<file path="config.mk">
export PLATFORM = sky130hd
export DESIGN_NAME = sdmac_datapath_top
export DESIGN_NICKNAME = d
export VERILOG_FILES = /design/src/sdmac_pkg.sv /design/src/sdmac_datapath_top.sv /design/src/dma_ctrl_regs.sv /design/src/dma_sequencer.sv /design/src/dma_word_fifo.sv /design/src/scsi_byte_lane.sv
export SDC_FILE = /design/constraint.sdc
export NUM_CORES = 1
export LEC_CHECK = 0
export BUFFER_PORTS_ARGS = -buffer_cell sky130_fd_sc_hd__clkbuf_2
export CAP_MARGIN = 0
export CELL_PAD_IN_SITES_DETAIL_PLACEMENT = 0
export CELL_PAD_IN_SITES_GLOBAL_PLACEMENT = 1
export CORE_ASPECT_RATIO = 1.1
export CORE_MARGIN = 10
export CORE_UTILIZATION = 50
export CTS_CLUSTER_SIZE = 12
export DETAILED_ROUTE_END_ITERATION = 7
export PLACE_DENSITY_LB_ADDON = 0.1
export SLEW_MARGIN = 20
export SYNTH_ARGS = -nofsm -noshare
export SYNTH_HDL_FRONTEND = slang
export SYNTH_HIERARCHICAL = 1
export SYNTH_SLANG_ARGS = --single-unit
</file>
<file path="constraint.sdc">
create_clock -name LS2CPU -period 12.1 [get_ports LS2CPU]
set_input_delay 0.605 -clock LS2CPU [delete_from_list [all_inputs] [get_ports LS2CPU]]
set_output_delay 0.605 -clock LS2CPU [all_outputs]
set_load 0.01 [all_outputs]
</file>
<file path="src/sdmac_pkg.sv">
/*
 * Shared constants for the SCSI DMA datapath: CPU register addresses,
 * control and status bit positions, FIFO depth and datapath widths
 */
package sdmac_pkg;

    // Basic bus widths, a 32-bit CPU/memory word and an 8-bit SCSI byte
    localparam int byte_w = 8;
    localparam int word_w = 32;

    // CPU byte address width, bit 3 of an address is A3
    localparam int addr_w = 5;

    // Register map as seen from the CPU
    localparam logic [addr_w-1:0] reg_control_addr = 5'h00;
    localparam logic [addr_w-1:0] reg_count_addr   = 5'h04;
    localparam logic [addr_w-1:0] reg_pio_lo_addr  = 5'h10;
    localparam logic [addr_w-1:0] reg_pio_hi_addr  = 5'h18;

    // Control register bits
    localparam int ctrl_dma_en_bit  = 0;
    localparam int ctrl_to_scsi_bit = 1;

    // Status word layout, the remaining count sits in the low bits
    localparam int stat_done_bit  = 31;
    localparam int stat_full_bit  = 30;
    localparam int stat_empty_bit = 29;

    // Word FIFO between memory and the SCSI byte stream
    localparam int fifo_depth = 8;
    localparam int fifo_ptr_w = 3;

    // Byte counter of a DMA transfer
    localparam int count_w = 16;

endpackage
</file>
<file path="src/sdmac_datapath_top.sv">
/*
 * SCSI DMA datapath top: register block, byte lanes, word FIFO and sequencer
 */
`timescale 1ns/1ps

module sdmac_datapath_top import sdmac_pkg::*; (
    input  logic                LS2CPU,
    input  logic                rst_n,
    input  logic                cpu_wr,
    input  logic                cpu_rd,
    input  logic [addr_w-1:0]   cpu_addr,
    input  logic [word_w-1:0]   cpu_wdata,
    input  logic                mem_wr,
    input  logic [word_w-1:0]   mem_wdata,
    input  logic                mem_rd,
    input  logic [byte_w-1:0]   scsi_data_in,
    input  logic                scsi_dreq,
    output logic [word_w-1:0]   cpu_rdata,
    output logic [word_w-1:0]   mem_rdata,
    output logic                fifo_full,
    output logic                fifo_empty,
    output logic [byte_w-1:0]   scsi_data_out,
    output logic                scsi_oe,
    output logic                scsi_dack,
    output logic                done
);

    logic                dma_en;
    logic                to_scsi;
    logic                count_load;
    logic [count_w-1:0]  count_value;
    logic [count_w-1:0]  count_left;
    logic                cpu2s;
    logic                s2cpu;
    logic                a3;
    logic [word_w-1:0]   pio_rdata;
    logic                f2s;
    logic                s2f;
    logic [1:0]          byte_off;
    logic [byte_w-1:0]   rx_byte;
    logic                seq_push;
    logic [word_w-1:0]   seq_push_word;
    logic                seq_pop;
    logic [word_w-1:0]   head_word;

    // Memory reads and outgoing SCSI bytes both come from the FIFO head
    assign mem_rdata = head_word;

    dma_ctrl_regs u_regs (
        .LS2CPU(LS2CPU), .rst_n(rst_n),
        .cpu_wr(cpu_wr), .cpu_rd(cpu_rd), .cpu_addr(cpu_addr), .cpu_wdata(cpu_wdata),
        .pio_rdata(pio_rdata), .count_left(count_left), .done(done),
        .fifo_full(fifo_full), .fifo_empty(fifo_empty),
        .dma_en(dma_en), .to_scsi(to_scsi), .count_load(count_load),
        .count_value(count_value), .cpu2s(cpu2s), .s2cpu(s2cpu), .a3(a3),
        .cpu_rdata(cpu_rdata)
    );

    scsi_byte_lane u_lane (
        .LS2CPU(LS2CPU), .rst_n(rst_n),
        .cpu_wdata(cpu_wdata), .cpu2s(cpu2s), .a3(a3), .s2cpu(s2cpu),
        .f2s(f2s), .s2f(s2f), .byte_off(byte_off), .out_word(head_word),
        .scsi_data_in(scsi_data_in), .scsi_data_out(scsi_data_out),
        .scsi_oe(scsi_oe), .rx_byte(rx_byte), .pio_rdata(pio_rdata)
    );

    dma_word_fifo u_fifo (
        .LS2CPU(LS2CPU), .rst_n(rst_n),
        .mem_wr(mem_wr), .mem_wdata(mem_wdata), .mem_rd(mem_rd),
        .seq_push(seq_push), .seq_push_word(seq_push_word), .seq_pop(seq_pop),
        .head_word(head_word), .fifo_full(fifo_full), .fifo_empty(fifo_empty)
    );

    dma_sequencer u_seq (
        .LS2CPU(LS2CPU), .rst_n(rst_n),
        .dma_en(dma_en), .to_scsi(to_scsi), .count_load(count_load),
        .count_value(count_value), .scsi_dreq(scsi_dreq),
        .fifo_full(fifo_full), .fifo_empty(fifo_empty), .rx_byte(rx_byte),
        .scsi_dack(scsi_dack), .f2s(f2s), .s2f(s2f), .byte_off(byte_off),
        .seq_push(seq_push), .seq_push_word(seq_push_word), .seq_pop(seq_pop),
        .count_left(count_left), .done(done)
    );

endmodule

</file>
<file path="src/dma_ctrl_regs.sv">
/*
 * CPU register block: control register, count load, status readback
 * and decode of programmed SCSI byte accesses
 */
`timescale 1ns/1ps

module dma_ctrl_regs import sdmac_pkg::*; (
    input  logic                LS2CPU,
    input  logic                rst_n,
    input  logic                cpu_wr,
    input  logic                cpu_rd,
    input  logic [addr_w-1:0]   cpu_addr,
    input  logic [word_w-1:0]   cpu_wdata,
    input  logic [word_w-1:0]   pio_rdata,
    input  logic [count_w-1:0]  count_left,
    input  logic                done,
    input  logic                fifo_full,
    input  logic                fifo_empty,
    output logic                dma_en,
    output logic                to_scsi,
    output logic                count_load,
    output logic [count_w-1:0]  count_value,
    output logic                cpu2s,
    output logic                s2cpu,
    output logic                a3,
    output logic [word_w-1:0]   cpu_rdata
);

    logic [byte_w-1:0] ctrl_reg;
    logic              pio_hit;

    // Both PIO addresses reach the same SCSI byte, A3 picks the source lane
    assign pio_hit = (cpu_addr == reg_pio_lo_addr) || (cpu_addr == reg_pio_hi_addr);

    always_ff @(posedge LS2CPU or negedge rst_n) begin
        if (!rst_n) begin
            ctrl_reg <= '0;
        end else if (cpu_wr && (cpu_addr == reg_control_addr)) begin
            ctrl_reg <= cpu_wdata[byte_w-1:0];
        end
    end

    assign dma_en  = ctrl_reg[ctrl_dma_en_bit];
    assign to_scsi = ctrl_reg[ctrl_to_scsi_bit];

    // The sequencer loads the count at the edge closing the write strobe
    assign count_load  = cpu_wr && (cpu_addr == reg_count_addr);
    assign count_value = cpu_wdata[count_w-1:0];

    assign cpu2s = cpu_wr && pio_hit;
    assign s2cpu = cpu_rd && pio_hit;
    assign a3    = cpu_addr[3];

    // Read mux, unmapped addresses and idle cycles return zero
    always_comb begin
        cpu_rdata = '0;
        if (cpu_rd) begin
            case (cpu_addr)
                reg_control_addr: begin
                    cpu_rdata[byte_w-1:0] = ctrl_reg;
                end
                reg_count_addr: begin
                    cpu_rdata[stat_done_bit]  = done;
                    cpu_rdata[stat_full_bit]  = fifo_full;
                    cpu_rdata[stat_empty_bit] = fifo_empty;
                    cpu_rdata[count_w-1:0]    = count_left;
                end
                reg_pio_lo_addr, reg_pio_hi_addr: begin
                    cpu_rdata = pio_rdata;
                end
                default: begin
                    cpu_rdata = '0;
                end
            endcase
        end
    end

    a_rd_wr_exclusive: assert property (
        @(posedge LS2CPU) disable iff (!rst_n) !(cpu_wr && cpu_rd));

endmodule

</file>
<file path="src/dma_sequencer.sv">
/*
 * Byte-serial DMA engine with byte offset and count tracking, word packing
 * for the from-SCSI direction, FIFO strobes and the done flag
 */
`timescale 1ns/1ps

module dma_sequencer import sdmac_pkg::*; (
    input  logic                LS2CPU,
    input  logic                rst_n,
    input  logic                dma_en,
    input  logic                to_scsi,
    input  logic                count_load,
    input  logic [count_w-1:0]  count_value,
    input  logic                scsi_dreq,
    input  logic                fifo_full,
    input  logic                fifo_empty,
    input  logic [byte_w-1:0]   rx_byte,
    output logic                scsi_dack,
    output logic                f2s,
    output logic                s2f,
    output logic [1:0]          byte_off,
    output logic                seq_push,
    output logic [word_w-1:0]   seq_push_word,
    output logic                seq_pop,
    output logic [count_w-1:0]  count_left,
    output logic                done
);

    logic              xfer;
    logic              last_byte;
    logic              armed;
    logic [word_w-1:0] asm_word;
    logic [word_w-1:0] packed_word;

    // A byte moves only when the chip asks and the FIFO side can take part
    assign xfer = dma_en && (count_left != '0) && scsi_dreq
               && (to_scsi ? !fifo_empty : !fifo_full);

    assign scsi_dack = xfer;
    assign f2s       = xfer && to_scsi;
    assign s2f       = xfer && !to_scsi;

    // A word closes on its fourth byte or on the final byte of the count
    assign last_byte = (byte_off == 2'd3) || (count_left == count_w'(1));
    assign seq_pop   = f2s && last_byte;
    assign seq_push  = s2f && last_byte;

    // Merge the incoming byte into the lane picked by the offset
    always_comb begin
        packed_word = asm_word;
        case (byte_off)
            2'd0:    packed_word[31:24] = rx_byte;
            2'd1:    packed_word[23:16] = rx_byte;
            2'd2:    packed_word[15:8]  = rx_byte;
            default: packed_word[7:0]   = rx_byte;
        endcase
    end

    // The pushed word includes the byte of this cycle
    assign seq_push_word = packed_word;

    // Cleared after each push so a short final word has zero padding
    always_ff @(posedge LS2CPU) begin
        if (count_load || seq_push) begin
            asm_word <= '0;
        end else if (s2f) begin
            asm_word <= packed_word;
        end
    end

    always_ff @(posedge LS2CPU or negedge rst_n) begin
        if (!rst_n) begin
            byte_off   <= 2'd0;
            count_left <= '0;
            armed      <= 1'b0;
            done       <= 1'b0;
        end else if (count_load) begin
            byte_off   <= 2'd0;
            count_left <= count_value;
            armed      <= 1'b1;
            done       <= 1'b0;
        end else begin
            if (xfer) begin
                byte_off   <= byte_off + 2'd1;
                count_left <= count_left - 1'b1;
            end
            // Done follows one cycle after the count has run out
            if (armed && (count_left == '0)) begin
                done  <= 1'b1;
                armed <= 1'b0;
            end
        end
    end

    // Done is only shown once the count has run out
    a_done_at_zero: assert property (
        @(posedge LS2CPU) disable iff (!rst_n) done |-> (count_left == '0));

endmodule

</file>
<file path="src/dma_word_fifo.sv">
/*
 * Show-ahead word FIFO between the memory side and the DMA sequencer
 */
`timescale 1ns/1ps

module dma_word_fifo import sdmac_pkg::*; (
    input  logic                LS2CPU,
    input  logic                rst_n,
    input  logic                mem_wr,
    input  logic [word_w-1:0]   mem_wdata,
    input  logic                mem_rd,
    input  logic                seq_push,
    input  logic [word_w-1:0]   seq_push_word,
    input  logic                seq_pop,
    output logic [word_w-1:0]   head_word,
    output logic                fifo_full,
    output logic                fifo_empty
);

    logic [word_w-1:0]     mem [fifo_depth];
    logic [fifo_ptr_w-1:0] wr_ptr;
    logic [fifo_ptr_w-1:0] rd_ptr;
    logic [fifo_ptr_w:0]   level;
    logic                  push;
    logic                  pop;
    logic [word_w-1:0]     push_word;

    // Memory fills in the to-SCSI direction, the sequencer in the other one
    assign push      = mem_wr | seq_push;
    assign pop       = mem_rd | seq_pop;
    assign push_word = ({word_w{mem_wr}} & mem_wdata)
                     | ({word_w{seq_push}} & seq_push_word);

    always_ff @(posedge LS2CPU) begin
        if (push) begin
            mem[wr_ptr] <= push_word;
        end
    end

    // Pointers wrap naturally since the depth is a power of two
    always_ff @(posedge LS2CPU or negedge rst_n) begin
        if (!rst_n) begin
            wr_ptr <= '0;
            rd_ptr <= '0;
            level  <= '0;
        end else begin
            if (push) begin
                wr_ptr <= wr_ptr + 1'b1;
            end
            if (pop) begin
                rd_ptr <= rd_ptr + 1'b1;
            end
            case ({push, pop})
                2'b10:   level <= level + 1'b1;
                2'b01:   level <= level - 1'b1;
                default: level <= level;
            endcase
        end
    end

    // Head word is visible without a pop strobe
    assign head_word  = mem[rd_ptr];
    assign fifo_full  = (level == (fifo_ptr_w + 1)'(fifo_depth));
    assign fifo_empty = (level == '0);

    a_no_overflow: assert property (
        @(posedge LS2CPU) disable iff (!rst_n) push |-> !fifo_full);

    a_no_underflow: assert property (
        @(posedge LS2CPU) disable iff (!rst_n) pop |-> !fifo_empty);

    // Only one side may fill the FIFO in a given direction
    a_one_source: assert property (
        @(posedge LS2CPU) disable iff (!rst_n) !(mem_wr && seq_push));

endmodule

</file>
<file path="src/scsi_byte_lane.sv">
/*
 * SCSI byte-lane steering with the big-endian byte-offset decoder
 * and the LS2CPU byte latch for programmed reads
 */
`timescale 1ns/1ps

module scsi_byte_lane import sdmac_pkg::*; (
    input  logic                LS2CPU,
    input  logic                rst_n,
    input  logic [word_w-1:0]   cpu_wdata,
    input  logic                cpu2s,
    input  logic                a3,
    input  logic                s2cpu,
    input  logic                f2s,
    input  logic                s2f,
    input  logic [1:0]          byte_off,
    input  logic [word_w-1:0]   out_word,
    input  logic [byte_w-1:0]   scsi_data_in,
    output logic [byte_w-1:0]   scsi_data_out,
    output logic                scsi_oe,
    output logic [byte_w-1:0]   rx_byte,
    output logic [word_w-1:0]   pio_rdata
);

    logic [3:0]        lane_sel;
    logic [byte_w-1:0] dma_byte;
    logic [byte_w-1:0] pio_byte;
    logic [byte_w-1:0] scsi_latch;

    // One-hot lane select, bit 3 is the upper byte 31:24 at offset 0
    always_comb begin
        lane_sel = 4'b0000;
        if (f2s) begin
            case (byte_off)
                2'd0:    lane_sel = 4'b1000;
                2'd1:    lane_sel = 4'b0100;
                2'd2:    lane_sel = 4'b0010;
                default: lane_sel = 4'b0001;
            endcase
        end
    end

    // Outgoing DMA byte, unselected lanes contribute zero
    assign dma_byte = ({byte_w{lane_sel[3]}} & out_word[31:24])
                    | ({byte_w{lane_sel[2]}} & out_word[23:16])
                    | ({byte_w{lane_sel[1]}} & out_word[15:8])
                    | ({byte_w{lane_sel[0]}} & out_word[7:0]);

    // A PIO write takes bits 23:16 when A3 is high and bits 7:0 otherwise
    assign pio_byte = cpu2s ? (a3 ? cpu_wdata[23:16] : cpu_wdata[7:0]) : '0;

    assign scsi_oe       = f2s | cpu2s;
    assign scsi_data_out = dma_byte | pio_byte;

    // The bus is sampled on every edge unless we are driving it ourselves
    always_ff @(posedge LS2CPU) begin
        if (!scsi_oe) begin
            scsi_latch <= scsi_data_in;
        end
    end

    // DMA packing takes the live byte, not the latched one
    assign rx_byte = s2f ? scsi_data_in : '0;

    // PIO reads show the latched byte on the two odd-numbered byte lanes
    assign pio_rdata = s2cpu ? {scsi_latch, 8'h00, scsi_latch, 8'h00} : '0;

    // The sequencer and the register block must never drive the bus at once
    a_single_driver: assert property (
        @(posedge LS2CPU) disable iff (!rst_n) !(f2s && cpu2s));

endmodule

</file>
---- After elaboration in Yosys (flattened, before gate mapping) ----
Memory sizes are Yosys's and may differ from the RTL's.
Index checks and enable logic that the tools add are counted.
operators by class
  add/sub/neg operators ................... 6
  equal/unequal tests ..................... 10
  multiplexer cells ....................... 27
  bitwise gates (word level) .............. 14
  reductions and logical operators ........ 28
operators by type and width
  operator                                                              count
  32-bit AND                                                            2
  32-bit 2-to-1 mux                                                     2
  8-bit 2-to-1 mux                                                      7
  8-bit AND                                                             4
  16-bit 2-to-1 mux                                                     2
  32-bit OR                                                             1
  8-bit OR                                                              4
  8-bit case mux with 3 select lines                                    1
  16-bit by 1-bit == test with 1-bit output, second input constant      1
  16-bit zero test                                                      1
  8-bit case mux with 2 select lines                                    1
  16-bit nonzero test                                                   1
  16-bit by 1-bit subtractor with 16-bit output, second input constant  1
  13-bit 2-to-1 mux                                                     1
  1-bit logical AND                                                     12
  4-bit case mux with 3 select lines                                    1
  5-bit == test, second input constant                                  2
  4-bit case mux with 2 select lines                                    1
  1-bit 2-to-1 mux                                                      7
  3-bit by 1-bit adder with 3-bit output, second input constant         2
  2-bit == test, second input constant                                  3
  3-bit case mux with 2 select lines                                    1
  2-bit nonzero test                                                    3
  5-bit by 3-bit == test with 1-bit output, second input constant       1
  15 further kinds                                                      23
word-level totals
  register bits ........................... 78
  memory bits (writable) .................. 256
  input bits .............................. 84
  output and inout port bits .............. 77
  memories kept ........................... 1
memories
  name        depth  width  rd ports  clocked after Yosys merged registers in  wr ports  line                 RTL
  u_fifo.mem  8      32     1         0                                        1         dma_word_fifo.sv:20  logic [word_w-1:0] mem [fifo_depth];

---- Depth between registers and ports, before layout ----
Gate-level depths: netlist of the first run.
  depth in word-level cells ............... 11
  mapped depth ............................ 16
  gate-level depth less buffers ........... 14

---- Hierarchy ----
Netlist of the first run, hierarchy kept.
modules (own cells, without submodules)
  module          instances  cells each  area an instance (µm²)  seq. area each (µm²)
  dma_word_fifo   1          466         10612.7                 7937.6
  dma_sequencer   1          325         2972.9                  1141.1
  scsi_byte_lane  1          100         948.4                   240.2
  dma_ctrl_regs   1          97          903.4                   200.2

---- Worst setup path after synthesis of the first run ----
OpenSTA, ideal clock, no wires.
  path kind ............................... register to register
  start point ............................. register u_fifo.level[3]
  end point ............................... memory u_fifo.mem[0][0], enable pin
  setup time .............................. 0.461 ns
  data arrival time ....................... 4.918 ns
  data required time ...................... 11.639 ns
  setup slack ............................. 6.721 ns
  cell stages (with the launch flop) ...... 11
  period minus slack after synthesis ...... 5.379 ns
  cell sequence ........................... dfrtp_1 > nor4b_1 > mux2_4 > or2_4 > a211oi_2 > buf_2 > and2_1 > clkbuf_1 > nor2_1 > or2_2 > nor3_1
on the way
  cells in the longest elaborated chain, start to end .. 9
  elaborated cells on any way between the ends .. 11
  classes of those cells .................. eq/ne (1); mux (3); bitwise (1); reduce/logical (6)
ends and longest elaborated chain
  element                                 line                      RTL
  start, declared                         dma_word_fifo.sv:23       logic [fifo_ptr_w:0] level;
  start signal, assigned                  dma_word_fifo.sv:54       2'b10: level <= level + 1'b1;
  start signal, assigned                  dma_word_fifo.sv:55       2'b01: level <= level - 1'b1;
  start signal, assigned                  dma_word_fifo.sv:56       default: level <= level;
  4-bit == test                           dma_word_fifo.sv:63       assign fifo_full = (level == (fifo_ptr_w + 1)'(fifo_depth));
  via fifo_full                           sdmac_datapath_top.sv:20  output logic fifo_full,
  1-bit zero test                         dma_sequencer.sv:37       && (to_scsi ? !fifo_empty : !fifo_full);
  1-bit 2-to-1 mux                        dma_sequencer.sv:37
  1-bit logical AND                       dma_sequencer.sv:37
  1-bit logical AND                       dma_sequencer.sv:41       assign s2f = xfer && !to_scsi;
  via s2f                                 sdmac_datapath_top.sv:38  logic s2f;
  1-bit logical AND                       dma_sequencer.sv:46       assign seq_push = s2f && last_byte;
  via seq_push                            sdmac_datapath_top.sv:41  logic seq_push;
  1-bit OR                                dma_word_fifo.sv:29       assign push = mem_wr | seq_push;
  1-bit 2-to-1 mux                        dma_word_fifo.sv:35       if (push) begin
  1-bit 2-to-1 mux (implied by the code)  dma_word_fifo.sv:36       mem[wr_ptr] <= push_word;
  end, declared                           dma_word_fifo.sv:20
The timed path passes the listed nets, and every way through them passes these cells.

---- Final worst setup path of the first run ----
  start point ............................. register u_fifo.level[1]
  end point ............................... memory u_fifo.mem[0][26], enable pin
on the way
  cells in the longest elaborated chain, start to end .. 9
  elaborated cells on any way between the ends .. 11
  classes of those cells .................. eq/ne (1); mux (3); bitwise (1); reduce/logical (6)
ends and longest elaborated chain
  element                                                  line
  4-bit == test / 4-bit zero test (equally long branches)  dma_word_fifo.sv:63, dma_word_fifo.sv:64
  1-bit zero test                                          dma_sequencer.sv:37
  1-bit 2-to-1 mux (*)                                     dma_sequencer.sv:37
  1-bit logical AND (*)                                    dma_sequencer.sv:37
  1-bit logical AND (*)                                    dma_sequencer.sv:41
  via s2f                                                  sdmac_datapath_top.sv:38
  1-bit logical AND (*)                                    dma_sequencer.sv:46
  via seq_push                                             sdmac_datapath_top.sv:41
  1-bit OR (*)                                             dma_word_fifo.sv:29
  1-bit 2-to-1 mux (*)                                     dma_word_fifo.sv:35
  1-bit 2-to-1 mux (implied by the code) (*)               dma_word_fifo.sv:36
The timed path passes the listed nets; every way through them passes the cells marked *.

==> results of run 1 <==
power groups by stage:
stage / clock (W) / combinational, W / sequential, W
detailed placement: 0 / 0.00133 / 0.00166
floorplan: 0 / 0.000956 / 0.00157
global route: 0.00109 / 0.00143 / 0.00166
CTS: 0.00104 / 0.00134 / 0.00163
finish: 0.00103 / 0.00132 / 0.00163
global placement: 0 / 0.00132 / 0.00165
metrics by stage:
step | std cells | worst slack [ps]
after global placement | 1484 | 7435
after global routing | 1550 | 7218
after floorplan | 1003 | 6721
after detailed placement | 1484 | 7412
after CTS | 1549 | 7384
final | 1550 | 7440
layout make-up:
cell class | instances | area [sq um]
tap | 414 | 518.0
timing repair buffer | 164 | 870.8
fill | 2441 | 13020
inverter | 32 | 120.1
antenna | 1 | 2.502
multi-input combinational | 540 | 5280
sequential | 334 | 9524
clock inverter | 11 | 113.9
clock buffer | 54 | 978.4
worst paths after layout:
path / end / depth (start not counted)
min in group LS2CPU: u_lane/scsi_latch[4] / 1
min reg2reg: u_seq/asm_word[4] / 1
min: u_fifo/level[0] / 2
max reg2reg: u_fifo/mem[0][26] / 12
max: u_fifo/mem[0][26] / 12
max in group asynchronous: u_fifo/rd_ptr[0] / 2
cell usage after synthesis (5+ instances only):
library cell / n / share of area, %
o32ai_2: 18 / 1.9
buf_2: 14 / 0.45
dfrtp_1: 38 / 6.2
mux2_2: 59 / 4.3
inv_1: 32 / 0.78
nand2_1: 51 / 1.2
and2_1: 29 / 1.2
xnor2_1: 11 / 0.62
nor3_1: 8 / 0.26
o22ai_1: 8 / 0.32
mux2_4: 9 / 0.88
o21ai_0: 41 / 1.3
a22oi_1: 8 / 0.39
o32ai_1: 7 / 0.40
and3_1: 15 / 0.61
mux4_2: 39 / 5.7
clkbuf_1: 30 / 0.73
buf_6: 6 / 0.44
edfxtp_1: 264 / 51
mux4_1: 25 / 4.3
ha_1: 12 / 0.97
or3_1: 5 / 0.20
a22o_1: 43 / 2.4
mux2i_1: 9 / 0.58
nor2_1: 28 / 0.68
xor2_1: 13 / 0.74
dfxtp_1: 32 / 4.1
nand2b_1: 28 / 1.1
a221o_1: 9 / 0.58
buf_4: 41 / 2.0
routing by layer:
layer	up-vias	wire length, um	track usage (%)
li1	4036	-	-
met1	4643	17180	28.72
met2	282	18930	31.90
met3	36	2286	3.720
met4	0	580	4.889
met5	-	0	0
kinds of logic after synthesis:
family | synth area share [%]
XOR/XNOR | 1.362
adder cells (fa/ha/maj) | 0.9726
buffers and inverters | 4.977
flip-flops | 61.66
multiplexers | 15.71
AND/OR/NAND/NOR | 7.173
AO/OA/AOI/OAI | 8.121
other | 0.02429
critical path, stage by stage (launching register included):
cell      delay, ps
dfrtp_1         460
nor4b_1          90
buf_4           150
mux2_4          300
or2_4           290
a211oi_4        190
buf_4           460
and2_1          580
buf_4           410
nor2_1          190
or2_2           460
nor3_4          130
buf_4           510
==> metrics, run 1 <==
first-pass GRT wire length=58630 um; critical path start-end classification=register to register; Largest Register=u_fifo/mem; Clk pwr share=25.8%; setup TNS=0 ps; via density per instance=5.805; cts hold-fix bufs=0; initial antenna violation count=1; most frequent cells in the layout=264 x edfxtp_1, 144 x clkbuf_2, 59 x mux2_2; Post-synth ARST share=a little under an eighth; Synth Flop Type=edfxtp_1; status=complete, no violations; #FFs+latches synth=approximately 330; synth unique cells=61; post-layout util=roughly 57%; launch point of the worst path=u_fifo/level[1]; Clock Tree Buf Depth=3; postcts setup bufs=0; Worst Tran Pin Value=1062 ps; leak pwr=6.344 nW; CP Data Arrival Time=~4800 ps; largest registers=u_fifo/mem: 256 flops, u_seq/asm_word: 32 flops, u_seq/count_left: 16 flops; final worst path period share=38.52%; Final ANT Viol Nets=0; total CTS buffers=36; final WL=just under 40000 um; synth-to-layout area growth=12.77%; chip width=about 190 um; Cell Area, Placed=16310 sq um; Max VDD drop=0.0001100 V; Synth Cell Area=15440 sq um; Hold Vio Cnt, Final=0; commonest non-fill, non-tap cell in the layout=edfxtp_1; worst-path fanout max=34; Post-synth EDFFs=264; Final Power=approximately 0.0040 W; power per cell area=approximately 230 nW/um^2; DR DRC count=0; Yosys Warn Count=6; htree depth=2; gr ovfl total=0; Hold Path Class=primary input to asynchronous set/reset pin; clk sinks=between 300 and 400; sequential power share=approximately 40%; Sw Share=~33%; largest net degree at the start of global routing=87; vias in the first global route=9138; Max Cap Viol=0; worst reg-to-reg setup slack=7440 ps; DR WL/cell=25.15 um; f_max=214.6 MHz; worst endpoint required time=12240 ps; part of the power in combinational logic=approximately 33%; Reg clk slew, reported paths=60 ps; Total Routing Usage GR=~20%; synthesized area per cell=roughly 16 sq um; sequential fraction of the synthesis area=61.66%; Worst Hold Margin=161.6 ps; TritonRoute pass-1 iters=5; die extent in y=204.3 um; core area=30430 sq um; Worst slew margin=roughly 28%; Die ar.=38310 sq um; CTS tree=yes; via count of the routed design=8997; clock latency at the later pin of the worst-skew pair=520 ps; post-DP HPWL=25270 um; Initial Utilization=50.73%; nets@finish=1204; count of pins over their slew limit=0; final setup vio count=0; crit path capture type=register; Root Buffer=clkbuf_16; crit path time final=4660 ps; Worst Setup Start Kind=register; initial DRC count=855; RSZ-0062 raised after global routing=false; Ports=~160; layout cells sized above 1=31.54%; # port buffers=144; Syn Inst Count=988; NetSw=0.001320 W; Final Instance Area=17410 sq um; FP Rows=67; Internal=~0.0027 W; routability cong.=0.8397; cts repair resizes=0; clock skew=approximately 23 ps; reg-to-reg critical path startpoint=u_fifo/level[1]; max FFs per register=256
No activity file was read; power rests on OpenSTA's default activity.
==> run 2, diff against run 1 <==
CORE_UTILIZATION = 45   (was 50)
clock period = 3.9 ns   (was 12.1 ns; I/O delays follow)
==> run 2 against run 1 <==
Against the previous run:
- critical path depth shrank 3
- critical path type is now register to output port
- largest power group unchanged
- combinational power grew to 3.3 times the previous value
- largest cell class unchanged
- utilization shrank 4.4 points
- die area grew 9.9%
==> metrics, run 2 (same netlist as run 1, synthesis figures left out) <==
post-layout util=52.84%; via density per instance=5.619; routability cong.=0.7918; Worst Setup Start Kind=register; Worst Tran Pin Value=between 900 and 1000 ps; clock skew=roughly 21 ps; fill count=2879; largest registers=u_fifo/mem: 256 flops, u_seq/asm_word: 32 flops, u_seq/count_left: 16 flops; via count of the routed design=just over 9000; Die ar.=42120 sq um; CP Data Arrival Time=approximately 3400 ps; clk sinks=334; family with the most delay on the worst path=simple AND/OR/NAND/NOR gates; Hold Path Class=primary input to register; worst-path fanout max=11; crit path max-delay cell type=dfrtp_1; gr ovfl total=0; crit path capture type=output port; nets@finish=1247; Final ANT Viol Nets=0; core area=approximately 34000 sq um; max FFs per register=256; leak pwr=6.590 nW; Max Cap Viol=0; chip width=196.6 um; Ports=161; RSZ-0062 raised after global routing=false; # port buffers=between 100 and 150; final setup vio count=0; Max VDD drop=0.0003540 V; Cell Chain, Critical Path=or3_1, nor2_1, a21oi_4, buf_4, and2_2, nand2b_1, o22ai_1, a221o_1, clkbuf_2; count of pins over their slew limit=0; status=complete, no violations; Largest Register=u_fifo/mem; Clock Tree Buf Depth=3; Clk pwr share=26.4%; largest net degree at the start of global routing=between 40 and 50; Final Instance Area=around 18000 sq um; Root Buffer=clkbuf_16; Hold Vio Cnt, Final=0; initial antenna violation count=1; CTS tree=yes; die extent in y=around 210 um; layout cells sized above 1=32.20%; register area=9524 sq um; critical path start-end classification=register to output port; Initial Utilization=45.37%; initial DRC count=612; sequential power share=between 30 and 40%; clock latency at the later pin of the worst-skew pair=510 ps; post-DP HPWL=about 27000 um; crit path time final=3624 ps; Bufs and invs on worst path=2; total CTS buffers=37; Worst slew margin=34.30%; first-pass GRT wire length=between 60000 and 70000 um; Cell Area, Placed=roughly 17000 sq um; multi-input logic area=about 5300 sq um; NetSw=0.004202 W; DR WL/cell=between 20 and 30 um; Worst path max stage delay=between 400 and 500 ps; final WL=between 40000 and 50000 um; Reg clk slew, reported paths=60 ps; commonest non-fill, non-tap cell in the layout=edfxtp_1; Sw Share=between 30% and 40%; Internal=0.008481 W; DR DRC count=0; most frequent cells in the layout=264 x edfxtp_1, 144 x clkbuf_2, 59 x mux2_2; synth-to-layout area growth=16.46%; Total Routing Usage GR=between 10% and 20%; power per cell area=a little over 700 nW/um^2; part of the power in combinational logic=around a third; FP Rows=slightly above 70; f_max=about 280 MHz; TritonRoute pass-1 iters=5; htree depth=2; worst endpoint required time=approximately 3700 ps; final worst path period share=92.92%; vias in the first global route=9549
-- run 2: final cells by class --
cell class | instances | share of cell area [%]
Sequential cell | 334 | 52.98
Multi-Input combinational cell | 540 | 29.45
Timing Repair Buffer | 206 | 7.433
Clock buffer | 51 | 5.561
Tap cell | 438 | 3.048
Clock inverter | 14 | 0.8490
Inverter | 32 | 0.6681
Antenna cell | 1 | 0.01392
-- run 2: worst paths after layout --
path                                          start                    to  slack (ps)  depth (start not counted)
worst min-delay path                         mem_rd      u_fifo/rd_ptr[0]          40                          3
worst max-delay path            u_seq/count_left[7]      scsi_data_out[1]         280                          9
min in group asynchronous                     rst_n  u_seq/count_left[13]         290                          3
max in group asynchronous                     rst_n      u_fifo/rd_ptr[0]        3180                          3
worst max register to register  u_seq/count_left[7]     u_fifo/mem[0][30]         550                          8
worst min register to register    u_seq/asm_word[5]     u_seq/asm_word[5]         450                          1
-- run 2: timing repair --
action                                  4_1_cts  5_1_grt
resized for setup                             0        3
buffers inserted                              0        0
endpoints found under the setup margin        0        8
hold endpoints to repair                     69        0
hold buffers                                 25        0
-- run 2: power by group through the flow --
stage,Sequential (W),Combinational (W),Clock (W)
3_5_place_dp,0.00505,0.00440,0
2_1_floorplan,0.00487,0.00298,0
5_1_grt,0.00506,0.00471,0.00358
6_report,0.00498,0.00436,0.00334
4_1_cts,0.00498,0.00444,0.00342
3_3_place_gp,0.00503,0.00438,0
-- run 2: worst min-delay path: stages --
cell and delay, ps:
clkbuf_2 100, nor2_1 90, xnor2_1 130
-- run 2: per-layer routing --
layer | vias to the layer above | global-route usage, % | part of all wire (%)
met5 | - | 0 | 0
met4 | 0 | 4.752 | 1.9
met3 | 47 | 3.189 | 4.6
met2 | 229 | 32.02 | 49
met1 | 4685 | 26.07 | 45
li1 | 4120 | - | -
-- run 2: through the flow --
step,cells,total power (W),hold slack [ps],setup WS (ps),TNS [ps]
6_report,1616,0.01268,44.77,276.2,0
5_1_grt,1616,0.01334,46.64,83.89,0
4_1_cts,1615,0.01285,24.66,106.0,0
3_5_place_dp,1525,0.009450,302.5,488.5,0
3_3_place_gp,1525,0.009403,294.4,532.1,0
2_1_floorplan,1003,0.007852,-100.6,-217.8,-24000
==> run 3, diff against run 2 <==
PLACE_DENSITY = 0.84   (was unset)
PLACE_DENSITY_LB_ADDON = unset   (was 0.1)
==> run 3 against run 2 <==
Against the previous run:
- via count is 1.4% higher
- worst setup slack worse by 110 ps
- largest cell class unchanged
- global-route usage is 0.94 points lower
- die area stayed put
- combinational power is 4.8% lower
- clock power is 10% lower
- critical path type unchanged
- first-iteration DRC count is 48% higher
- sequential cell count stayed put
==> metrics, run 3 (same netlist as run 1, synthesis figures left out) <==
status=complete, no violations; routability cong.=0.8222; Worst Setup Start Kind=register; Max Cap Viol=0; pre-CTS WS=about 510 ps; largest net degree at the start of global routing=a little over 60; core area=approximately 34000 sq um; Ports=161; DR WL/cell=24.75 um; fill count=between 2000 and 3000; crit path time final=3735 ps; power per cell area=690.8 nW/um^2; die extent in y=214.3 um; Die ar.=between 40000 and 50000 sq um; chip width=196.6 um; Hold Path Class=primary input to register; leak pwr=6.488 nW; clk sinks=334; total CTS buffers=35; layout cells sized above 1=31.48%; critical path start-end classification=register to output port; CP Data Arrival Time=3540 ps; min setup slack post-route=165.3 ps; crit path capture type=output port; reg-to-reg critical path startpoint=u_seq/count_left[7]; max FFs per register=between 200 and 300; RSZ-0062 raised after global routing=false; Hold Startpoint=mem_rd; Total Routing Usage GR=between 10% and 20%; vias in the first global route=9497; via density per instance=5.737; via count of the routed design=slightly above 9000; post-layout util=52.13%; Hold Vio Cnt, Final=0; Largest Register=u_fifo/mem; CTS tree=yes; Hold Path End=u_fifo/rd_ptr[0]; Final ANT Viol Nets=0; Root Buffer=clkbuf_16; most frequent cells in the layout=264 x edfxtp_1, 144 x clkbuf_2, 59 x mux2_2; hold depth=3; # port buffers=144; nets@finish=1240; first-pass GRT wire length=59310 um; worst endpoint required time=3700 ps; R2R depth=8; count of pins over their slew limit=0; largest registers=u_fifo/mem: 256 flops, u_seq/asm_word: 32 flops, u_seq/count_left: 16 flops; synth-to-layout area growth=14.89%; DR DRC count=0; post-DP HPWL=~27000 um; Worst Hold Margin=53.55 ps; Initial Utilization=a little under half; worst-path fanout max=11; clock skew=19.28 ps; TritonRoute pass-1 iters=5; launch point of the worst path=u_seq/count_left[8]; htree depth=2; final setup vio count=0; Worst Tran Pin Value=just over 1000 ps; final worst path period share=95.76%; R2R Path End=u_fifo/mem[0][4]; FP Rows=slightly above 70; Final Power=around 0.012 W; Clock Tree Buf Depth=3; Reg clk slew, reported paths=60 ps; initial DRC count=between 900 and 1000; commonest non-fill, non-tap cell in the layout=edfxtp_1; clock latency at the later pin of the worst-skew pair=530 ps; Worst slew margin=approximately a third; f_max=267.8 MHz; gr ovfl total=0; initial antenna violation count=1; postcts setup bufs=0; worst reg-to-reg setup slack=510 ps; final WL=~40000 um; Max VDD drop=0.0003009 V
==> run 3: cell count changes in the layout (fill, tap and decap cells not counted), sizes merged <==
cell and change:
clkbuf -1, buf -5, bufinv -3, inv +3
clkinv -5
==> run 3: metrics by stage <==
stage                     setup TNS (ps)  instances  cell area [sq um]
final                                  0       1605              17740
after global routing                   0       1605              17740
after CTS                              0       1604              17730
after detailed placement               0       1520              16470
after global placement                 0       1520              16470
after floorplan                   -24000       1003              15530
==> run 3: layer usage <==
| metal | global-route usage (%) | routed length, um |
|---|---|---|
| met5 | 0 | 0 |
| met1 | 22.62 | 15360 |
| met4 | 8.721 | 1854 |
| met2 | 30.89 | 19980 |
| met3 | 3.236 | 2525 |
==> run 3: how the worst max path moves through the flow <==
| stage | to | cells after the start |
|---|---|---|
| 2_1_floorplan | u_fifo/mem[7][0] | 9 |
| 3_3_place_gp | u_fifo/level[2] | 13 |
| 3_5_place_dp | u_fifo/mem[0][9] | 8 |
| 4_1_cts | scsi_data_out[0] | 9 |
| 5_1_grt | scsi_data_out[0] | 9 |
| 6_report | scsi_data_out[0] | 9 |
==> run 3: timing repair <==
item	CTS	global route
endpoints found under the hold margin	70	0
hold buffers	25	0
gates resized for setup	0	0
==> run 3: final cells by class <==
cell class | instances | area, sq um | area share [%]
antenna | 1 | 2.502 | 0.01411
clock buffer | 50 | 932.1 | 5.256
sequential | 334 | 9524 | 53.70
multi-input combinational | 540 | 5281 | 29.78
inverter | 32 | 120.1 | 0.6772
clock inverter | 9 | 78.83 | 0.4444
tap | 438 | 548.0 | 3.090
timing repair buffer | 201 | 1249 | 7.041
==> run 3: critical path, cell delays in order, from the launching register on <==
cell and delay [ps]:
dfrtp_1 440, nor3_1 380, and4_1 650, a21oi_4 110
buf_4 190, and2_1 300, nand2b_1 300, o22ai_1 140
a221o_1 340, clkbuf_2 160
==> run 3: power breakdown <==
| group | internal (W) | leakage [nW] | switching (W) |
|---|---|---|---|
| registers | 0.00456 | 3.18 | 0.000542 |
| logic | 0.00188 | 2.82 | 0.00227 |
| clock network | 0.00168 | 0.490 | 0.00131 |
| total | 0.00813 | 6.49 | 0.00412 |
